===== src/logic/video_pkg.sv =====
`default_nettype none

package video_pkg;

    // 640x480 at 60 Hz, counted in pixel enables
    localparam int h_visible = 640;
    localparam int h_front   = 16;
    localparam int h_sync    = 96;
    localparam int h_total   = 800;

    localparam int h_sync_start = h_visible + h_front;
    localparam int h_sync_end   = h_sync_start + h_sync; // back porch runs to h_total

    localparam int v_visible = 480;
    localparam int v_front   = 10;
    localparam int v_sync    = 2;
    localparam int v_total   = 525;

    localparam int v_sync_start = v_visible + v_front;
    localparam int v_sync_end   = v_sync_start + v_sync;

    // counter width, enough for h_total and v_total
    localparam int coord_w = 10;

    localparam logic [23:0] bg_rgb = 24'h88cc88; // flat green background

    // counter update -> renderer reg -> rom reg -> output reg
    localparam int pipe_depth = 3;

endpackage

`default_nettype wire


===== src/logic/display_ifs.sv =====
`timescale 1ns/1ps
`default_nettype none

// scan position from the timing generator
interface scan_if;
    import video_pkg::*;

    logic               pix_en;
    logic [coord_w-1:0] hcount;
    logic [coord_w-1:0] vcount;
    logic               visible;

    modport source (output pix_en, hcount, vcount, visible);
    modport sink   (input  pix_en, hcount, vcount, visible);
endinterface


`default_nettype wire


===== src/logic/pixel_compositor.sv =====
`timescale 1ns/1ps
`default_nettype none

module pixel_compositor (
    input  logic        sys_clk,
    input  logic        reset,
    scan_if.sink        scan,
    input  logic        hsync_in,
    input  logic        vsync_in,
    input  logic [23:0] player_rgb,
    input  logic        player_opaque,
    input  logic [23:0] obstacle_rgb,
    input  logic        obstacle_opaque,
    output logic [7:0]  vga_r,
    output logic [7:0]  vga_g,
    output logic [7:0]  vga_b,
    output logic        hsync,
    output logic        vsync,
    output logic        blank_n,
    output logic        vga_clk
);
    import video_pkg::*;

    // two stages to match renderer reg + rom read
    logic [1:0]  vis_d;
    logic [1:0]  hs_d;
    logic [1:0]  vs_d;
    logic [23:0] pix_rgb;

    always_comb begin
        if (!vis_d[1]) begin
            pix_rgb = 24'h000000;
        end else if (player_opaque) begin
            pix_rgb = player_rgb; // player in front
        end else if (obstacle_opaque) begin
            pix_rgb = obstacle_rgb;
        end else begin
            pix_rgb = bg_rgb;
        end
    end

    always_ff @(posedge sys_clk or negedge reset) begin
        if (!reset) begin
            vis_d   <= '0;
            hs_d    <= '1;
            vs_d    <= '1;
            vga_r   <= '0;
            vga_g   <= '0;
            vga_b   <= '0;
            hsync   <= 1'b1;
            vsync   <= 1'b1;
            blank_n <= 1'b0;
            vga_clk <= 1'b0;
        end else begin
            vis_d   <= {vis_d[0], scan.visible};
            hs_d    <= {hs_d[0], hsync_in};
            vs_d    <= {vs_d[0], vsync_in};
            vga_r   <= pix_rgb[23:16];
            vga_g   <= pix_rgb[15:8];
            vga_b   <= pix_rgb[7:0];
            hsync   <= hs_d[1];
            vsync   <= vs_d[1];
            blank_n <= vis_d[1];
            // high as each new pixel lands, phase set by the pipeline depth
            vga_clk <= scan.pix_en ^ 1'(pipe_depth % 2);
        end
    end

endmodule

`default_nettype wire


===== src/flat_wrapper.sv =====
// flat-port wrapper written by rule: the top's interface ports become plain ports
module pixel_compositor_flat import video_pkg::*;
  (sys_clk, reset, hsync_in, vsync_in, player_rgb, player_opaque, obstacle_rgb, obstacle_opaque, vga_r, vga_g, vga_b, hsync, vsync, blank_n, vga_clk, scan_pix_en, scan_hcount, scan_vcount, scan_visible);
  scan_if scan_i ();
  input  logic sys_clk;
  input  logic reset;
  input  logic hsync_in;
  input  logic vsync_in;
  input  logic [23:0] player_rgb;
  input  logic player_opaque;
  input  logic [23:0] obstacle_rgb;
  input  logic obstacle_opaque;
  output logic [7:0] vga_r;
  output logic [7:0] vga_g;
  output logic [7:0] vga_b;
  output logic hsync;
  output logic vsync;
  output logic blank_n;
  output logic vga_clk;
  input wire logic [$bits(scan_i.pix_en)-1:0] scan_pix_en;
  input wire logic [$bits(scan_i.hcount)-1:0] scan_hcount;
  input wire logic [$bits(scan_i.vcount)-1:0] scan_vcount;
  input wire logic [$bits(scan_i.visible)-1:0] scan_visible;
  assign scan_i.pix_en = scan_pix_en;
  assign scan_i.hcount = scan_hcount;
  assign scan_i.vcount = scan_vcount;
  assign scan_i.visible = scan_visible;
  pixel_compositor u_core (.sys_clk(sys_clk), .reset(reset), .scan(scan_i), .hsync_in(hsync_in), .vsync_in(vsync_in), .player_rgb(player_rgb), .player_opaque(player_opaque), .obstacle_rgb(obstacle_rgb), .obstacle_opaque(obstacle_opaque), .vga_r(vga_r), .vga_g(vga_g), .vga_b(vga_b), .hsync(hsync), .vsync(vsync), .blank_n(blank_n), .vga_clk(vga_clk));
endmodule

===== config.mk =====
export PLATFORM = sky130hd
export DESIGN_NAME = pixel_compositor_flat
export DESIGN_NICKNAME = d
export VERILOG_FILES = /design/src/logic/video_pkg.sv /design/src/logic/display_ifs.sv /design/src/logic/pixel_compositor.sv /design/src/flat_wrapper.sv
export SDC_FILE = /design/constraint.sdc
export NUM_CORES = 1
export LEC_CHECK = 0
export BUFFER_PORTS_ARGS = -buffer_cell sky130_fd_sc_hd__clkbuf_2
export CORE_MARGIN = 3
export CORE_UTILIZATION = 30
export DETAILED_ROUTE_END_ITERATION = 8
export PLACE_DENSITY = 0.66
export SLEW_MARGIN = 10
export SYNTH_ARGS = -nofsm -noshare
export SYNTH_HDL_FRONTEND = slang
export SYNTH_SLANG_ARGS = --single-unit

===== constraint.sdc =====
create_clock -name sys_clk -period 1.55 [get_ports sys_clk]
set_input_delay 0.3875 -clock sys_clk [delete_from_list [all_inputs] [get_ports sys_clk]]
set_output_delay 0.3875 -clock sys_clk [all_outputs]
set_load 0.02 [all_outputs]

==> out/qor.txt <==
Final instance area - 1780 um2
Hold buffers post-CTS - 0
Max FO, Critical Path - 1
CTS buffer count - 5
Post_cts resized - 0
Die width - 69.5 um
Min Clock Period, post-route - 1340 ps
VDD IR max - 0.571 mV
Synth top area share - 0.579
Critical path type - reg -> out
Initial antenna violation count - 0
Total clock sinks - 34
ANT cells - 0
CTS tree - built
PortBufs - 83
Worst setup path start - u_core.hsync
Worst r2r src - u_core.vis_d[1]
WL met1 - 1.14 mm
Status - complete, no violations
Area of the multi-input gates - 282 um2
P_sw - 0.473 mW
Top Ports - 104
Synthesized flop and latch total - 34
Fillers - 349
Post-synthesis sequential area ratio - 0.709
PD cells - 1250 nW/um2
Number of nets in the layout - 232
Worst min path class - in -> async
Post-Syn Nets - 147
Synthesized area - 1210 um2
Endpoints failing hold - 0
Final Cycle Share - 0.866
Critical Path Source Type - register
YS warnings - 0
Insertion delay to the later sink of the worst-skew pair - 280 ps
Crit-path cells - clkbuf_2
Synth area leader - dfrtp_1
Max-slew headroom - 0.682
Syn avg cell area - 17.1 um2
Post-route DRC - 0
CP max stage delay - 520 ps
Vias after detailed routing - 979
Area growth syn-to-layout - 47.0%
Cell Rows - 22
Pint - 1.75 mW
Unrepaired setup endpoints after global routing - no
CP Capture Type - output pin
CTS clock-pin slew for the worst setup and hold paths - 70 ps
Share of cells above drive strength 1 - 0.650
Most frequent cells in the layout - 83 x clkbuf_2, 28 x dfrtp_1, 15 x a32o_1
Total Routing Usage GR - 0.134
Crit path max-delay family - flip-flops
Initial DRC Count - 30
WP buf/inv - 1
Clock share of power - 0.447
Largest net degree at the start of global routing - 21
CORE AREA - 3770 um2
Commonest non-fill, non-tap cell in the layout - clkbuf_2
Post-Syn Instances - 71
Setup tns final - 0 ps
Initial Utilization - 0.321
Routed wire per std cell - 14.9 um
Initial DRT Pass Iterations - 4
Antenna viol nets, final - 0
Total grt overflow - 0
Slew @ Worst Pin - 477 ps
Register share of total power - 0.434
Average vias per placed instance - 4.78
First-pass GRT wire length - 5.06 mm
Area after DPL - 1640 um2
Finish-stage setup viols - 0
Top post-synthesis cells by area - dfrtp_1 58%, dfstp_2 13%, a32o_1 12%
R2R setup slack - 400 ps
# H-tree levels - 2
Setup bufs post-CTS - 0
Maxcap violations - 0
Max Freq - 745 MHz
WL met2 - 1.57 mm
Comb pwr share - 0.119
Number of global-route vias before repair - 1051
Slew Limit Fails - 0
Fin Clk Skew - 5.42 ps
Switching Fraction - 0.213
Slowest-stage cell, CP - dfstp_2
Die height - 69.5 um
Root buffer cell - clkbuf_8
Final HPWL DP - 2.33 mm
RePlAce Congestion - 0.834
CP Data Required Time - 1160 ps
Distinct cells, synth - 14
Die area - 4840 um2
Crit path DAT - 950 ps
Top Metal Used - met4
Overall routed net length - 3.05 mm
P_leak - 0.942 nW
Sequential Area - 858 um2
DR WL met3 - 275 um
Clock Tree Buf Depth - 2
area by class of cell:
| type | instances | share of cell area |
|---|---|---|
| clock buffers | 6 | 0.0464 |
| inverters | 2 | 0.00422 |
| flip-flops and latches | 34 | 0.482 |
| repair buffers | 85 | 0.242 |
| clock inverters | 2 | 0.0337 |
| well taps | 48 | 0.0337 |
| multi-input cells | 28 | 0.158 |
layer usage:
layer / GRT usage / vias up
met5: 0 / -
met3: 0.0580 / 7
met1: 0.150 / 477
li1: - / 448
met2: 0.221 / 47
met4: 0.0586 / 0
power groups by stage:
stage | logic (mW) | registers, mW | clock network (mW)
after detailed placement | 0.270 | 0.981 | 0
after CTS | 0.271 | 0.965 | 1.02
after global routing | 0.291 | 0.969 | 1.06
final | 0.265 | 0.963 | 0.991
after floorplan | 0.0768 | 1.03 | 0
after global placement | 0.262 | 0.977 | 0
cells in the mapped netlist (all sizes together):
master	instances
buf	7
and2	1
o221a	8
and2b	1
and3	1
inv	2
a32o	15
nand2b	1
dfrtp	28
a41o	1
dfstp	6
worst paths after layout:
path | end | cells after the start
setup / recovery | hsync | 1
hold / removal | u_core.vga_b[6] | 1
setup reg to reg | u_core.vga_b[0] | 2
hold reg to reg | u_core.vis_d[1] | 0
max in group asynchronous | u_core.vga_b[1] | 2
min in group sys_clk | u_core.hs_d[0] | 1
cell families after synthesis:
kind of cell / after synthesis / share of synthesized area
AOI/OAI and AO/OA: 24 / 0.207
and+or+nand+nor: 4 / 0.0258
buffers and inverters: 9 / 0.0589
DFF: 34 / 0.709
through the flow:
step	hold WS, ps	util	setup WS, ps	cells	power [mW]
detailed placement	335	0.434	353	197	1.25
floorplan	91.9	-	376	71	1.11
global route	70.9	0.472	167	205	2.32
finish	48.1	0.472	208	205	2.22
global placement	337	0.434	372	197	1.24
CTS	56.2	0.472	189	205	2.25
state kept, by name, summed over array words and instances (netlist names):
| register | cells |
|---|---|
| u_core.vsync | 1 |
| u_core.blank_n | 1 |
| u_core.vga_b | 8 |
| u_core.vga_clk | 1 |
| u_core.vga_g | 8 |
| u_core.hs_d | 2 |
| u_core.vs_d | 2 |
| u_core.vga_r | 8 |
| u_core.hsync | 1 |
| u_core.vis_d | 2 |
(Power assumes the default switching activity.)
