<file path="src/logic/video_pkg.sv">
`default_nettype none

package video_pkg;

    // 640x480 at 60 Hz, counted in pixel enables
    localparam int h_visible = 640;
    localparam int h_front   = 16;
    localparam int h_sync    = 96;
    localparam int h_total   = 800;

    localparam int h_sync_start = h_visible + h_front;
    localparam int h_sync_end   = h_sync_start + h_sync; // back porch runs to h_total

    localparam int v_visible = 480;
    localparam int v_front   = 10;
    localparam int v_sync    = 2;
    localparam int v_total   = 525;

    localparam int v_sync_start = v_visible + v_front;
    localparam int v_sync_end   = v_sync_start + v_sync;

    // counter width, enough for h_total and v_total
    localparam int coord_w = 10;

    localparam logic [23:0] bg_rgb = 24'h88cc88; // flat green background

    // counter update -> renderer reg -> rom reg -> output reg
    localparam int pipe_depth = 3;

endpackage

`default_nettype wire

</file>
<file path="src/logic/sprite_pkg.sv">
`default_nettype none

package sprite_pkg;

    localparam int sprite_dim  = 16;
    localparam int sprite_bits = $clog2(sprite_dim); // row and column index width

    localparam int rom_addr_w = 9;
    localparam int texel_w    = 16;

    localparam logic [rom_addr_w-1:0] player_base   = 9'd0;
    localparam logic [rom_addr_w-1:0] obstacle_base = 9'd256;

    // apb address and data width
    localparam int apb_w = 16;

    // player x, player y, obstacle x, obstacle y at pos_base + 0..3
    localparam logic [apb_w-1:0] pos_base = 16'h0100;

    typedef enum logic [1:0] {
        idle,
        setup,
        access,
        commit
    } loader_state_t;

    // texel word: bit 15 opaque, then 5-bit red, green, blue
    // sprite 0 is the player, anything else the obstacle
    function automatic logic [texel_w-1:0] texel_at(input int sprite, input int row,
                                                    input int col);
        logic       opaque;
        logic [4:0] r;
        logic [4:0] g;
        logic [4:0] b;
        opaque = ((row + col) % 4) != 0; // see-through diagonal stripes
        r      = 5'(col * 2);
        g      = 5'(row * 2);
        b      = (sprite == 0) ? 5'd31 : 5'd0;
        return {opaque, r, g, b};
    endfunction

    // 5 to 8 bits, top three bits repeated below
    function automatic logic [7:0] expand_ch(input logic [4:0] c);
        return {c, c[4:2]};
    endfunction

endpackage

`default_nettype wire

</file>
<file path="src/logic/display_ifs.sv">
`timescale 1ns/1ps
`default_nettype none

// scan position from the timing generator
interface scan_if;
    import video_pkg::*;

    logic               pix_en;
    logic [coord_w-1:0] hcount;
    logic [coord_w-1:0] vcount;
    logic               visible;

    modport source (output pix_en, hcount, vcount, visible);
    modport sink   (input  pix_en, hcount, vcount, visible);
endinterface

// sprite positions, updated once per frame
interface sprite_pos_if;
    import video_pkg::*;

    logic [coord_w-1:0] player_x;
    logic [coord_w-1:0] player_y;
    logic [coord_w-1:0] obstacle_x;
    logic [coord_w-1:0] obstacle_y;

    modport source (output player_x, player_y, obstacle_x, obstacle_y);
    modport sink   (input  player_x, player_y, obstacle_x, obstacle_y);
endinterface

`default_nettype wire

</file>
<file path="src/logic/sprite_renderer.sv">
`timescale 1ns/1ps
`default_nettype none

module sprite_renderer #(
    parameter logic [sprite_pkg::rom_addr_w-1:0] base      = sprite_pkg::player_base,
    parameter bit                                is_player = 1'b1
) (
    input  logic                             sys_clk,
    input  logic                             reset,
    scan_if.sink                             scan,
    sprite_pos_if.sink                       pos,
    output logic [sprite_pkg::rom_addr_w-1:0] rom_addr,
    input  logic [sprite_pkg::texel_w-1:0]    rom_q,
    output logic [23:0]                       rgb,
    output logic                              opaque
);
    import video_pkg::*;
    import sprite_pkg::*;

    logic [coord_w-1:0] px;
    logic [coord_w-1:0] py;
    logic [coord_w-1:0] dx;
    logic [coord_w-1:0] dy;
    logic               in_x;
    logic               in_y;
    logic               in_box;
    logic               in_box_d1; // lines up with rom_addr
    logic               in_box_d2; // lines up with rom_q

    // which half of the position interface belongs to this sprite
    assign px = is_player ? pos.player_x : pos.obstacle_x;
    assign py = is_player ? pos.player_y : pos.obstacle_y;

    assign dx   = scan.hcount - px;
    assign dy   = scan.vcount - py;
    assign in_x = (scan.hcount >= px) && (dx < coord_w'(sprite_dim));
    assign in_y = (scan.vcount >= py) && (dy < coord_w'(sprite_dim));

    // anything outside the visible area is clipped here
    assign in_box = in_x && in_y && scan.visible;

    always_ff @(posedge sys_clk) begin
        rom_addr <= base + rom_addr_w'({dy[sprite_bits-1:0], dx[sprite_bits-1:0]});
    end

    always_ff @(posedge sys_clk or negedge reset) begin
        if (!reset) begin
            in_box_d1 <= 1'b0;
            in_box_d2 <= 1'b0;
        end else begin
            in_box_d1 <= in_box;
            in_box_d2 <= in_box_d1;
        end
    end

    // texel fields: opaque, red, green, blue
    assign rgb = {expand_ch(rom_q[14:10]), expand_ch(rom_q[9:5]), expand_ch(rom_q[4:0])};
    assign opaque = in_box_d2 && rom_q[texel_w-1];

endmodule

`default_nettype wire

</file>
<file path="src/flat_wrapper.sv">
// flat-port wrapper written by rule: the top's interface ports become plain ports
module sprite_renderer_flat import video_pkg::*; import sprite_pkg::*;
#(
    parameter logic [sprite_pkg::rom_addr_w-1:0] base      = sprite_pkg::player_base,
    parameter bit                                is_player = 1'b1
)
  (sys_clk, reset, rom_addr, rom_q, rgb, opaque, scan_pix_en, scan_hcount, scan_vcount, scan_visible, pos_player_x, pos_player_y, pos_obstacle_x, pos_obstacle_y);
  scan_if scan_i ();
  sprite_pos_if pos_i ();
  input  logic sys_clk;
  input  logic reset;
  output logic [sprite_pkg::rom_addr_w-1:0] rom_addr;
  input  logic [sprite_pkg::texel_w-1:0] rom_q;
  output logic [23:0] rgb;
  output logic opaque;
  input wire logic [$bits(scan_i.pix_en)-1:0] scan_pix_en;
  input wire logic [$bits(scan_i.hcount)-1:0] scan_hcount;
  input wire logic [$bits(scan_i.vcount)-1:0] scan_vcount;
  input wire logic [$bits(scan_i.visible)-1:0] scan_visible;
  input wire logic [$bits(pos_i.player_x)-1:0] pos_player_x;
  input wire logic [$bits(pos_i.player_y)-1:0] pos_player_y;
  input wire logic [$bits(pos_i.obstacle_x)-1:0] pos_obstacle_x;
  input wire logic [$bits(pos_i.obstacle_y)-1:0] pos_obstacle_y;
  assign scan_i.pix_en = scan_pix_en;
  assign scan_i.hcount = scan_hcount;
  assign scan_i.vcount = scan_vcount;
  assign scan_i.visible = scan_visible;
  assign pos_i.player_x = pos_player_x;
  assign pos_i.player_y = pos_player_y;
  assign pos_i.obstacle_x = pos_obstacle_x;
  assign pos_i.obstacle_y = pos_obstacle_y;
  sprite_renderer #(.base(base), .is_player(is_player)) u_core (.sys_clk(sys_clk), .reset(reset), .scan(scan_i), .pos(pos_i), .rom_addr(rom_addr), .rom_q(rom_q), .rgb(rgb), .opaque(opaque));
endmodule
</file>
<file path="config.mk">
export PLATFORM = sky130hd
export DESIGN_NAME = sprite_renderer_flat
export DESIGN_NICKNAME = d
export VERILOG_FILES = /design/src/logic/video_pkg.sv /design/src/logic/sprite_pkg.sv /design/src/logic/display_ifs.sv /design/src/logic/sprite_renderer.sv /design/src/flat_wrapper.sv
export SDC_FILE = /design/constraint.sdc
export NUM_CORES = 1
export LEC_CHECK = 0
export BUFFER_PORTS_ARGS = -buffer_cell sky130_fd_sc_hd__buf_2
export CAP_MARGIN = 5
export CORE_AREA = 3 3 64 66
export CTS_CLUSTER_SIZE = 40
export DETAILED_ROUTE_END_ITERATION = 12
export DIE_AREA = 0 0 67 69
export PLACE_DENSITY = 0.79
export SLEW_MARGIN = 20
export SYNTH_ARGS = -nofsm -noshare
export SYNTH_HDL_FRONTEND = slang
export SYNTH_SLANG_ARGS = --single-unit
</file>
<file path="constraint.sdc">
create_clock -name sys_clk -period 0.8 [get_ports sys_clk]
set_input_delay 0.12 -clock sys_clk [delete_from_list [all_inputs] [get_ports sys_clk]]
set_output_delay 0.12 -clock sys_clk [all_outputs]
set_load 0.01 [all_outputs]
</file>
==> metrics.md <==
| Metric | Value |
|---|---|
| Initial Util | 0.386 |
| Cell total after placement | between 200 and 300 |
| IO Count | 114 |
| Seq/Total Area, Yosys | 0.150 |
| CTS root buf | clkbuf_8 |
| Final setup vio count | 6 |
| Clock transition at the registers of the reported paths | approximately 0.050 ns |
| Via density | roughly 4.6 |
| R2R depth | 0 |
| Fmax | 0.531 GHz |
| Clock Path Buffers | 2 |
| Final setup margin | -1.08 ns |
| Share of layout cells above drive strength 1 | 0.518 |
| Largest net degree at the start of global routing | 7 |
| GRT Total Usage | 0.152 |
| Fin crit share | 2.36 |
| Pins Over Slew Limit | 0 |
| Count leader, synth | inv_1 |
| PortBufs | 52 |
| Critical path launch point | scan_vcount[0] |
| Kind of critical path | input pin to flop |
| Clk pwr share | 0.245 |
| Antenna-violating nets left | 0 |
| Antenna diode count | 0 |
| Placer Congestion | 0.866 |
| Max Cap Viol | 0 |
| Average cell area after synthesis | approximately 7.7 sq um |
| CP endpoint | u_core.in_box_d1 |
| Final cell count without fillers | roughly 300 |
| Tmin final | between 1.5 and 2 ns |
| Int Power | between 0.0015 and 0.002 W |
| Reg-to-reg endpoint | u_core.in_box_d2 |
| Switching Share | 0.318 |
| Synth async-reset ratio | 0.200 |
| Crit end category | flop |
| Min-delay worst type | input pin to flop |
| Die X | about 67 um |
| Htree depth | 1 |
| Main synth FF type | dfxtp_1 |
| Reg-to-Reg Start | u_core.in_box_d1 |
| Yosys top cell by area | ha_1 |
| Status | complete, but fails checks |
| Routed WL per cell | between 10 and 15 um |
| Initial drt markers | 33 |
| Antenna violations before repair | 0 |
| Fin Setup TNS | -2.53 ns |
| Synth warn | 0 |
| Number of CTS-inserted buffers | 3 |
| DP Wirelength | around 2.7 mm |
| Pre-Repair DR Iteration Count | 4 |
| Layout filler cell count | approximately 320 |
| Share of the synthesized area in the top cell type | 0.179 |
| Seq cells post-synth | 10 |
| Fin. Hold Viols | 0 |
| Area growth, synth to finish | 58.8% |
| Worst vdd ir | around 0.00044 V |
| EDFF count, synth | 0 |
| First-pass GRT wire length | 5.74 mm |
| Combinational share of power | 0.529 |
| Post-synthesis cell area | roughly 1400 sq um |
| Synth cell types | 40 |
| Synth cell count leaders | inv_1 (32), buf_4 (26), ha_1 (20) |
| Worst-path maximum fanout | 2 |
| Power Dens Cells | 1190 nW/um^2 |
| CP Launch Type | input pin |
| P_sw | about 0.00084 W |
| Row count | 22 |
| CTS tree | built |
| GRT Residual Overflow | 0 |
| Leakage power | around 1.1 nW |
| R2r setup slk | about 0.34 ns |
| Area of the die | between 4000 and 5000 sq um |
| Sequential share of power | 0.225 |
| DRC viols | 0 |
| Syn_nets | roughly 280 |
| Nets | 360 |
| Fin Clk Skew | around 0.000023 ns |
| Req. time, crit path | 0.96 ns |
| Drt total wl | between 3 and 4 mm |
| Later-pin clock latency in the skew report | 0.24 ns |
| Vias in the first global route | about 1400 |
| Failing checks | setup timing |
| Die H | between 60 and 70 um |
| Synth Instances | 181 |
| Vias | 1418 |
| Synth area leaders | ha_1 (18%), buf_4 (14%), dfxtp_1 (11%) |
| Core area | ~3600 sq um |
| RSZ-0062 raised after global routing | true |
| CTS Sinks | 10 |
| Worst Path Arrival | approximately 2.0 ns |
## per-layer routing
layer	track usage	routed length (um)	vias to the layer above	share of wire
met3	0.0179	178	3	0.051
met5	0	0	-	0
met4	0.0518	36	0	0.010
met2	0.274	1840	43	0.53
met1	0.178	1440	631	0.41
li1	-	-	741	-
## repair_timing
| item | CTS | global route |
|---|---|---|
| pin swaps | 11 | 4 |
| endpoints found under the setup margin | 8 | 13 |
| hold buffers | 1 | 0 |
| resized for setup | 29 | 16 |
| hold endpoints to repair | 2 | 0 |
| gates cloned | 0 | 0 |
| buffers inserted | 9 | 0 |
## registers in the layout (all words and copies together) (netlist names)
signal            flops
u_core.rom_addr       8
u_core.in_box_d2      1
u_core.in_box_d1      1
## how the worst min path moves through the flow
stage / slack, ns / to / cells past startpoint / start
6_report: 0.16 / u_core.rom_addr[4] / 3 / pos_player_y[0]
5_1_grt: 0.16 / u_core.rom_addr[4] / 3 / pos_player_y[0]
4_1_cts: 0.16 / u_core.rom_addr[4] / 3 / pos_player_y[0]
3_5_place_dp: -0.09 / u_core.in_box_d2 / 1 / reset
3_3_place_gp: -0.09 / u_core.in_box_d2 / 1 / reset
2_1_floorplan: -0.18 / u_core.in_box_d1 / 0 / reset
## stage by stage
stage          area, sq um  hold WS [ns]  setup slack, ns  total power, W   util
4_1_cts               2170         0.158            -1.09         0.00258  0.596
2_1_floorplan         1530        -0.176            -1.16         0.00139      -
3_3_place_gp          1930       -0.0895            -1.38         0.00175  0.531
3_5_place_dp          1930       -0.0886            -1.42         0.00178  0.531
6_report              2230         0.162            -1.08         0.00266  0.613
5_1_grt               2230         0.159            -1.18         0.00285  0.613
## area by class of cell
cell class / instances / area [sq um] / area share
Clock buffer: 4 / 55.1 / 0.0247
Inverter: 32 / 150 / 0.0675
Sequential cell: 10 / 215 / 0.0967
Multi-Input combinational cell: 112 / 1010 / 0.453
Timing Repair Buffer: 99 / 738 / 0.332
Tap cell: 48 / 60.1 / 0.0270
## cells in the final DEF (no fill, tap or decap), types with 5 or more instances in the layout
master | synthesis | routed
inv_1 | 32 | 24
ha_1 | 20 | 13
nor2_1 | 12 | 8
a21oi_1 | 9 | 8
nand2b_1 | 6 | 5
buf_4 | 26 | 33
buf_2 | 0 | 42
a21o_1 | 6 | 6
buf_6 | 0 | 20
ha_4 | 0 | 7
## power by group through the flow
stage	Combinational, W	Clock (W)	Sequential [W]
after floorplan	0.000764	0	0.000629
after global placement	0.00116	0	0.000589
after detailed placement	0.00119	0	0.000591
after CTS	0.00133	0.000671	0.000581
after global routing	0.00156	0.000691	0.000605
final	0.00141	0.000651	0.000598
## logic make-up after synthesis
family	count (synthesis)	synth area share
xor gates and xnor gates	5	0.0313
adders and majority gates	22	0.207
buffers and inverters	59	0.228
AOI/OAI and AO/OA	33	0.162
other	1	0.00268
and+or+nand+nor	48	0.198
DFF	10	0.150
muxes	3	0.0214
## critical path: stages
cell and delay [ns]:
buf_8 0.11, inv_12 0.04, ha_4 0.11, inv_2 0.03
fa_2 0.35, a21o_1 0.17, a21oi_2 0.15, mux2i_1 0.20
nand4_1 0.08, or4_1 0.54, nor4_2 0.13
Note: power is estimated with default switching activity, not from simulation.
