===== src/logic/video_pkg.sv =====
`default_nettype none

package video_pkg;

    // 640x480 at 60 Hz, counted in pixel enables
    localparam int h_visible = 640;
    localparam int h_front   = 16;
    localparam int h_sync    = 96;
    localparam int h_total   = 800;

    localparam int h_sync_start = h_visible + h_front;
    localparam int h_sync_end   = h_sync_start + h_sync; // back porch runs to h_total

    localparam int v_visible = 480;
    localparam int v_front   = 10;
    localparam int v_sync    = 2;
    localparam int v_total   = 525;

    localparam int v_sync_start = v_visible + v_front;
    localparam int v_sync_end   = v_sync_start + v_sync;

    // counter width, enough for h_total and v_total
    localparam int coord_w = 10;

    localparam logic [23:0] bg_rgb = 24'h88cc88; // flat green background

    // counter update -> renderer reg -> rom reg -> output reg
    localparam int pipe_depth = 3;

endpackage

`default_nettype wire


===== src/logic/sprite_pkg.sv =====
`default_nettype none

package sprite_pkg;

    localparam int sprite_dim  = 16;
    localparam int sprite_bits = $clog2(sprite_dim); // row and column index width

    localparam int rom_addr_w = 9;
    localparam int texel_w    = 16;

    localparam logic [rom_addr_w-1:0] player_base   = 9'd0;
    localparam logic [rom_addr_w-1:0] obstacle_base = 9'd256;

    // apb address and data width
    localparam int apb_w = 16;

    // player x, player y, obstacle x, obstacle y at pos_base + 0..3
    localparam logic [apb_w-1:0] pos_base = 16'h0100;

    typedef enum logic [1:0] {
        idle,
        setup,
        access,
        commit
    } loader_state_t;

    // texel word: bit 15 opaque, then 5-bit red, green, blue
    // sprite 0 is the player, anything else the obstacle
    function automatic logic [texel_w-1:0] texel_at(input int sprite, input int row,
                                                    input int col);
        logic       opaque;
        logic [4:0] r;
        logic [4:0] g;
        logic [4:0] b;
        opaque = ((row + col) % 4) != 0; // see-through diagonal stripes
        r      = 5'(col * 2);
        g      = 5'(row * 2);
        b      = (sprite == 0) ? 5'd31 : 5'd0;
        return {opaque, r, g, b};
    endfunction

    // 5 to 8 bits, top three bits repeated below
    function automatic logic [7:0] expand_ch(input logic [4:0] c);
        return {c, c[4:2]};
    endfunction

endpackage

`default_nettype wire


===== src/logic/display_ifs.sv =====
`timescale 1ns/1ps
`default_nettype none

// scan position from the timing generator
interface scan_if;
    import video_pkg::*;

    logic               pix_en;
    logic [coord_w-1:0] hcount;
    logic [coord_w-1:0] vcount;
    logic               visible;

    modport source (output pix_en, hcount, vcount, visible);
    modport sink   (input  pix_en, hcount, vcount, visible);
endinterface

// sprite positions, updated once per frame
interface sprite_pos_if;
    import video_pkg::*;

    logic [coord_w-1:0] player_x;
    logic [coord_w-1:0] player_y;
    logic [coord_w-1:0] obstacle_x;
    logic [coord_w-1:0] obstacle_y;

    modport source (output player_x, player_y, obstacle_x, obstacle_y);
    modport sink   (input  player_x, player_y, obstacle_x, obstacle_y);
endinterface

`default_nettype wire


===== src/logic/position_loader.sv =====
`timescale 1ns/1ps
`default_nettype none

module position_loader (
    input  logic                        sys_clk,
    input  logic                        reset,
    scan_if.sink                        scan,
    sprite_pos_if.source                pos,
    output logic                        psel,
    output logic                        penable,
    output logic [sprite_pkg::apb_w-1:0] paddr,
    input  logic                        pready,
    input  logic [sprite_pkg::apb_w-1:0] prdata
);
    import video_pkg::*;
    import sprite_pkg::*;

    loader_state_t      state;
    logic [1:0]         idx;           // word being read
    logic [coord_w-1:0] shadow [4];
    logic               vb_start;
    logic               last_word;

    // first of the two cycles at the top of vertical blank
    assign vb_start = (scan.hcount == '0) && (scan.vcount == coord_w'(v_visible)) &&
                      !scan.pix_en;
    assign last_word = (idx == 2'd3);

    assign psel    = (state == setup) || (state == access);
    assign penable = (state == access);
    assign paddr   = pos_base + apb_w'(idx);

    always_ff @(posedge sys_clk or negedge reset) begin
        if (!reset) begin
            state          <= idle;
            idx            <= '0;
            pos.player_x   <= '0;
            pos.player_y   <= '0;
            pos.obstacle_x <= '0;
            pos.obstacle_y <= '0;
        end else begin
            case (state)
                idle: begin
                    if (vb_start) begin
                        state <= setup;
                        idx   <= '0;
                    end
                end
                setup: state <= access;
                access: begin
                    if (pready) begin // otherwise hold, slave is stalling
                        if (last_word) begin
                            state <= commit;
                        end else begin
                            idx   <= idx + 2'd1;
                            state <= setup;
                        end
                    end
                end
                commit: begin
                    // all four at once, never mid-frame
                    pos.player_x   <= shadow[0];
                    pos.player_y   <= shadow[1];
                    pos.obstacle_x <= shadow[2];
                    pos.obstacle_y <= shadow[3];
                    state          <= idle;
                end
                default: state <= idle;
            endcase
        end
    end

    always_ff @(posedge sys_clk) begin
        if (state == access && pready) begin
            shadow[idx] <= prdata[coord_w-1:0]; // upper bits ignored
        end
    end

endmodule

`default_nettype wire


===== src/flat_wrapper.sv =====
// flat-port wrapper written by rule: the top's interface ports become plain ports
module position_loader_flat import video_pkg::*; import sprite_pkg::*;
  (sys_clk, reset, psel, penable, paddr, pready, prdata, scan_pix_en, scan_hcount, scan_vcount, scan_visible, pos_player_x, pos_player_y, pos_obstacle_x, pos_obstacle_y);
  scan_if scan_i ();
  sprite_pos_if pos_i ();
  input  logic sys_clk;
  input  logic reset;
  output logic psel;
  output logic penable;
  output logic [sprite_pkg::apb_w-1:0] paddr;
  input  logic pready;
  input  logic [sprite_pkg::apb_w-1:0] prdata;
  input wire logic [$bits(scan_i.pix_en)-1:0] scan_pix_en;
  input wire logic [$bits(scan_i.hcount)-1:0] scan_hcount;
  input wire logic [$bits(scan_i.vcount)-1:0] scan_vcount;
  input wire logic [$bits(scan_i.visible)-1:0] scan_visible;
  output wire logic [$bits(pos_i.player_x)-1:0] pos_player_x;
  output wire logic [$bits(pos_i.player_y)-1:0] pos_player_y;
  output wire logic [$bits(pos_i.obstacle_x)-1:0] pos_obstacle_x;
  output wire logic [$bits(pos_i.obstacle_y)-1:0] pos_obstacle_y;
  assign scan_i.pix_en = scan_pix_en;
  assign scan_i.hcount = scan_hcount;
  assign scan_i.vcount = scan_vcount;
  assign scan_i.visible = scan_visible;
  assign pos_player_x = pos_i.player_x;
  assign pos_player_y = pos_i.player_y;
  assign pos_obstacle_x = pos_i.obstacle_x;
  assign pos_obstacle_y = pos_i.obstacle_y;
  position_loader u_core (.sys_clk(sys_clk), .reset(reset), .scan(scan_i), .pos(pos_i), .psel(psel), .penable(penable), .paddr(paddr), .pready(pready), .prdata(prdata));
endmodule

===== config.mk =====
export PLATFORM = sky130hd
export DESIGN_NAME = position_loader_flat
export DESIGN_NICKNAME = d
export VERILOG_FILES = /design/src/logic/video_pkg.sv /design/src/logic/sprite_pkg.sv /design/src/logic/display_ifs.sv /design/src/logic/position_loader.sv /design/src/flat_wrapper.sv
export SDC_FILE = /design/constraint.sdc
export NUM_CORES = 1
export LEC_CHECK = 0
export BUFFER_PORTS_ARGS = -buffer_cell sky130_fd_sc_hd__buf_4
export CORE_ASPECT_RATIO = 0.7
export CORE_MARGIN = 5
export CORE_UTILIZATION = 53
export CTS_BUF_LIST = sky130_fd_sc_hd__clkbuf_4 sky130_fd_sc_hd__clkbuf_8
export DETAILED_ROUTE_END_ITERATION = 10
export PLACE_DENSITY = 0.82
export SYNTH_ARGS = -nofsm -noshare
export SYNTH_HDL_FRONTEND = slang
export SYNTH_SLANG_ARGS = --single-unit

===== constraint.sdc =====
create_clock -name sys_clk -period 2.1 [get_ports sys_clk]
set_input_delay 0.42 -clock sys_clk [delete_from_list [all_inputs] [get_ports sys_clk]]
set_output_delay 0.42 -clock sys_clk [all_outputs]
set_load 0.02 [all_outputs]

==> results of run 1 <==
==> logic make-up (layout without fill, tap and decap cells) <==
kind of cell | after synthesis | after routing | share of synthesized area, %
DFF | 84 | 84 | 69.28
muxes | 41 | 41 | 13.86
buffers and inverters | 25 | 105 | 4.593
and+or+nand+nor | 24 | 24 | 5.798
AOI/OAI and AO/OA | 14 | 14 | 3.238
adders and majority gates | 8 | 8 | 3.012
other | 2 | 14 | 0.2260
==> flip-flops by register name (all words and copies together) (netlist names) <==
name,flops
u_core.shadow,40
u_core.pos.player_x,10
u_core.pos.player_y,10
u_core.idx,2
u_core.pos.obstacle_x,10
u_core.pos.obstacle_y,10
u_core.state,2
==> per-stage QoR <==
step	power [uW]	hold WS, ns	area (um2)	utilization (%)
floorplan	1814	0.1244	3368	-
global placement	1872	0.4548	3974	64.55
detailed placement	1875	0.4580	3974	64.55
CTS	3156	0.06849	4207	68.33
global route	3260	0.09685	4207	68.33
finish	3128	0.05911	4207	68.33
==> synthesized netlist by cell type, types with 3 or more instances <==
cell type	n
mux2_2	40
inv_1	6
buf_2	5
buf_4	14
o211ai_1	4
and3_1	5
edfxtp_1	40
dfrtp_1	44
nand2_1	3
ha_1	8
==> power groups by stage <==
stage / Sequential (uW) / Combinational (uW) / Clock (uW)
2_1_floorplan: 1760 / 53.6 / 0
4_1_cts: 1720 / 116 / 1320
5_1_grt: 1720 / 128 / 1410
3_5_place_dp: 1760 / 116 / 0
6_report: 1720 / 114 / 1290
3_3_place_gp: 1760 / 113 / 0
==> path summary, 6_finish.rpt <==
path	start	end	slack, ns	cells past startpoint
worst min register to register	u_core.shadow[3][7]	u_core.pos.obstacle_y[7]	0.47	1
worst max-delay path	u_core.state[0]	penable	0.14	3
worst max register to register	u_core.state[0]	u_core.shadow[1][7]	0.39	4
worst min-delay path	reset	u_core.pos.player_x[9]	0.06	1
min in group sys_clk	prdata[3]	u_core.shadow[3][3]	0.27	1
max in group asynchronous	reset	u_core.pos.player_y[8]	1.65	1
==> layer usage <==
layer  vias up  share of wire [%]  global-route usage, %
met5         -                  0                      0
met2        71                 47                  24.78
met3        10                7.4                  5.673
li1        878                  -                      -
met4         0                1.4                  4.853
met1       962                 44                  21.41
==> cell type report <==
| cell class | instances | share of cell area (%) |
|---|---|---|
| Multi-Input combinational cell | 101 | 21.77 |
| Clock buffer | 10 | 3.272 |
| Tap cell | 78 | 2.320 |
| Inverter | 6 | 0.5354 |
| Timing Repair Buffer | 83 | 15.11 |
| Sequential cell | 84 | 54.73 |
| Clock inverter | 6 | 2.261 |
==> worst max-delay path, delay by kind of cell, from the launching register on <==
family	cells	cell delay, ns
fa+ha+maj	1	0.41
buf+inv	2	0.36
flops	1	0.43
==> summary.md, run 1 <==
| Metric | Value |
|---|---|
| Outcome | finished clean |
| Residual DRC count | 0 |
| Avg WL per Cell | 16.49 um |
| Final min period | 1.957 ns |
| Crit-path cells | inv_1 -> ha_1 -> buf_4 |
| Kind of critical path | reg2out |
| PortBufs | 77 |
| Largest net degree at the start of global routing | 45 |
| Num CTS Buffers | 9 |
| Cell Int Power | between 2000 and 2500 uW |
| Crit path launch type | flop |
| Most common cell after layout, fill and taps aside | buf_4 |
| Layout Cells excl Fill | around 370 |
| Setup WS post-layout | 0.1428 ns |
| Skew final | about 0.0097 ns |
| Total of max-cap violations | 0 |
| Sequential share of power | a little under three fifths |
| Peak supply drop | about 490 uV |
| Hold Crit Class | in2async |
| # resized after CTS | 0 |
| Slew @ Worst Pin | between 0.5 and 0.6 ns |
| CP arrival | 1.54 ns |
| First-pass GRT wire length | 10120 um |
| Largest stage delay on the critical path | 0.43 ns |
| Max H-tree Level | 3 |
| First DRT Iteration DRCs | 92 |
| Mapped Area | 0.003323 mm2 |
| Clock-pin transition on the worst setup and hold timing paths | 0.08 ns |
| Core area | 0.006156 mm2 |
| Synth top area cells | edfxtp_1, dfrtp_1, mux2_2 |
| Cell Rows | 24 |
| Worst slack, placed | just over 0.4 ns |
| Vias per inst | about 5.2 |
| I/O pin cnt | 99 |
| Leak | about 0.0020 uW |
| Vias post-DR | 1921 |
| Overall track demand over capacity in global routing | 16.01% |
| Detail Route Antenna Nets | 0 |
| Sw frac | 20.58% |
| Final setup fails | 0 |
| CTS tree | yes |
| Synth Warn # | 0 |
| Worst EP required | 1.68 ns |
| RSZ-0062 raised after global routing | false |
| DIE WIDTH | 104.6 um |
| Worst-path fanout max | 11 |
| Gate Count Post-Synth | 198 |
| Clock buffer depth | 2 |
| Final wirelength | 6070 um |
| Area grow syn2layout | 26.58% |
| Number of global-route vias before repair | around 2000 |
| # fillers | 430 |
| Die Height | 76.25 um |
| Placed Cells | between 300 and 400 |
| Yosys reg bits | 84 |
| EDFF count, synth | 40 |
| Drt pass-1 iters | 4 |
| Yosys top cell area share | 36.14% |
| Area leader, netlist | edfxtp_1 |
| Synth async-reset ratio | 52.38% |
| Worst slew margin | a little over three fifths |
| Clock Latency Late Sink | 0.35 ns |
| Avg Cell Area, Syn | between 15 and 20 um2 |
| Layout cells sized above 1 | 50.34% |
| GPL Wtd Cong | 0.7747 |
| PwrDens | 743.6 mW/mm2 |
| Setup TNS | 0 ns |
| Multi-input gate area in the final layout | 915.9 um2 |
| Final nets | 334 |
| Cts hold-fix bufs | 0 |
| Setup bufs post-CTS | 0 |
| Initial Util | 53.98% |
| N_diodes | 0 |
| Remaining global-route overflow | 0 |
| Max Slew Vio Count | 0 |
| Fin crit share | around 93% |
| P_sw | 643.7 uW |
| Die Area | 0.007979 mm2 |
| Final Hold Viols | 0 |
| Combinational power share | 3.7% |
| Crit-path slowest cell | dfrtp_1 |
| Main flop type after synthesis | dfrtp_1 |
| Register area | between 0.002 and 0.0025 mm2 |
| Post-synth cell types | 32 |
| Sequential area share after synthesis | roughly 69% |
| Clk pwr share | 41.2% |
| Worst setup EP type | output pin |
| Total clock sinks | 84 |
| FMAX | approximately 0.51 GHz |
| Root Driver | clkbuf_8 |
| Post-DP HPWL | 4336 um |
| Antenna violations before repair | 0 |
| Commonest cells after routing, fill and taps aside | buf_4, dfrtp_1, mux2_2, edfxtp_1, conb_1 |
Note: power is estimated with default switching activity, not from simulation.
==> run 2, diff against run 1 <==
--- a/config.mk
+++ b/config.mk
@@ -5,13 +5,13 @@
 export SDC_FILE = /design/constraint.sdc
 export NUM_CORES = 1
 export LEC_CHECK = 0
-export BUFFER_PORTS_ARGS = -buffer_cell sky130_fd_sc_hd__buf_4
+export BUFFER_PORTS_ARGS = -buffer_cell sky130_fd_sc_hd__buf_2
 export CORE_ASPECT_RATIO = 0.7
 export CORE_MARGIN = 5
-export CORE_UTILIZATION = 53
+export CORE_UTILIZATION = 57
 export CTS_BUF_LIST = sky130_fd_sc_hd__clkbuf_4 sky130_fd_sc_hd__clkbuf_8
 export DETAILED_ROUTE_END_ITERATION = 10
-export PLACE_DENSITY = 0.82
+export PLACE_DENSITY = 0.87
 export SYNTH_ARGS = -nofsm -noshare
 export SYNTH_HDL_FRONTEND = slang
 export SYNTH_SLANG_ARGS = --single-unit
==> constraint.sdc (replaced) <==
create_clock -name sys_clk -period 2.4 [get_ports sys_clk]
set_input_delay 0.48 -clock sys_clk [delete_from_list [all_inputs] [get_ports sys_clk]]
set_output_delay 0.48 -clock sys_clk [all_outputs]
set_load 0.02 [all_outputs]
==> summary.md, run 2 (same netlist as run 1, synthesis figures left out) <==
| Metric | Value |
|---|---|
| Outcome | finished clean |
| Leak | 0.001926 uW (-1.4%) |
| Total clock sinks | 84 (unchanged) |
| Vias post-DR | 1876 (-2.3%) |
| Max H-tree Level | 3 (unchanged) |
| Root Driver | clkbuf_8 |
| Sequential share of power | 54.3% (-0.8 points) |
| FMAX | between 0.5 and 0.6 GHz |
| Sw frac | 19.40% (-1.2 points) |
| Final nets | 331 (-0.90%) |
| Crit path launch type | flop |
| Util after Layout | 70.18% (+1.8 points) |
| Remaining global-route overflow | 0 (unchanged) |
| N_diodes | 0 (unchanged) |
| PwrDens | 695.4 mW/mm2 (-6.5%) |
| Clock Latency Late Sink | 0.34 ns (about the same) |
| Overall track demand over capacity in global routing | 17.74% (+1.7 points) |
| Worst slew margin | 60.61% (-1.8 points) |
| CP arrival | 1.49 ns (-0.05 ns) |
| GPL Wtd Cong | 0.8801 (+14%) |
| Skew final | 0.01318 ns (+0.003436 ns) |
| Setup bufs post-CTS | 0 (unchanged) |
| Slew @ Worst Pin | 0.5908 ns (+0.02679 ns) |
| Combinational power share | 3.1% (-0.6 points) |
| Final Hold Viols | 0 (unchanged) |
| PortBufs | 77 (unchanged) |
| Post-DP HPWL | 4368 um (+0.73%) |
| Most common cell after layout, fill and taps aside | buf_2 |
| Core area | 0.005698 mm2 (-7.4%) |
| Cell Rows | 23 (-4.2%) |
| Vias per inst | 5.182 (-0.72%) |
| I/O pin cnt | 99 (unchanged) |
| Die Area | 0.007482 mm2 (-6.2%) |
| Layout cells sized above 1 | 49.83% (-0.52 points) |
| Setup TNS | 0 ns (unchanged) |
| Final min period | 1.972 ns |
| Worst EP required | 1.92 ns (+0.24 ns) |
| DIE WIDTH | 101.3 um (-3.2%) |
| P_sw | 539.4 uW (-16%) |
| Cts hold-fix bufs | 0 (unchanged) |
| Num CTS Buffers | 9 (unchanged) |
| Number of global-route vias before repair | 2012 (-0.69%) |
| Drt pass-1 iters | 4 (unchanged) |
| Fin crit share | between 80 and 90% |
| Worst setup EP type | output pin |
| # resized after CTS | 0 (unchanged) |
| Most flop-heavy register | u_core.shadow |
| Final setup fails | 0 (unchanged) |
| Worst-path fanout max | 7 (-4) |
| Initial Util | 58.32% (+4.3 points) |
| Avg WL per Cell | 17.14 um (+3.9%) |
| Clk pwr share | 42.7% (+1.5 points) |
| Clock-pin transition on the worst setup and hold timing paths | 0.08 ns (about the same) |
| RSZ-0062 raised after global routing | false |
| Area grow syn2layout | 20.33% |
| Commonest cells after routing, fill and taps aside | buf_2, dfrtp_1, mux2_2, edfxtp_1, conb_1 |
| Final wirelength | 6203 um (+2.2%) |
| Kind of critical path | reg2out |
| Hold Crit Class | in2async |
| First DRT Iteration DRCs | 122 (+33%) |
| Largest register FFs | 40 (unchanged) |
| Largest net degree at the start of global routing | 45 (unchanged) |
| Peak supply drop | 395.2 uV (-19%) |
| Residual DRC count | 0 (unchanged) |
| CTS tree | yes |
| Clock buffer depth | 2 (unchanged) |
| Total of max-cap violations | 0 (unchanged) |
| Die Height | 73.89 um (-3.1%) |
| Cell Int Power | 2241 uW (-9.8%) |
| Antenna violations before repair | 0 (unchanged) |
| First-pass GRT wire length | 9880 um (-2.4%) |
| Max Slew Vio Count | 0 (unchanged) |
| Detail Route Antenna Nets | 0 (unchanged) |
run 2: worst paths after layout:
kind | startpoint | end | slack [ns] | depth (start not counted)
worst max register to register | u_core.state[0] | u_core.shadow[1][8] | 0.66 | 3
worst min register to register | u_core.shadow[3][5] | u_core.pos.obstacle_y[5] | 0.48 | 1
max in group asynchronous | reset | u_core.pos.player_y[5] | 1.79 | 2
worst max-delay path | u_core.state[0] | penable | 0.43 | 4
min in group sys_clk | prdata[7] | u_core.shadow[2][7] | 0.36 | 1
worst min-delay path | reset | u_core.pos.player_y[3] | 0.21 | 2
run 2: layout make-up:
type | instances | area (um2)
inverters | 6 | 22.52
multi-input cells | 101 | 915.9
repair buffers | 80 | 420.4
flip-flops and latches | 84 | 2302
fillers | 401 | 1699
clock buffers | 10 | 131.4
well taps | 75 | 93.84
clock inverters | 6 | 112.6
run 2: metal layers:
layer	share of wire [%]	track usage [%]	vias up
met5	0	0	-
met4	0	3.540	0
met3	6.1	5.693	0
met2	50	28.84	60
met1	44	23.81	950
li1	-	-	866
run 2: power by group through the flow:
stage / Clock, uW / Sequential (uW) / Combinational (uW)
floorplan: 0 / 1540 / 46.9
global placement: 0 / 1540 / 83.8
detailed placement: 0 / 1540 / 86.1
CTS: 1220 / 1510 / 86.0
global route: 1280 / 1510 / 96.4
finish: 1190 / 1510 / 85.2
run 2: metrics by stage:
stage          hold WS (ns)  std cells  area, um2  worst slack [ns]  power (uW)
2_1_floorplan        0.1844        210       3368            0.6834        1587
6_report             0.2081        362       3999            0.4280        2781
3_3_place_gp         0.4568        346       3755            0.7016        1623
4_1_cts              0.2163        362       3999            0.4027        2811
3_5_place_dp         0.4672        346       3755            0.6310        1626
5_1_grt              0.2476        362       3999            0.2979        2887
run 2: critical path, cell delays in order, from the launching register on:
cell and delay (ns):
dfrtp_1 0.44, inv_1 0.15, ha_1 0.22, buf_4 0.17
buf_2 0.17
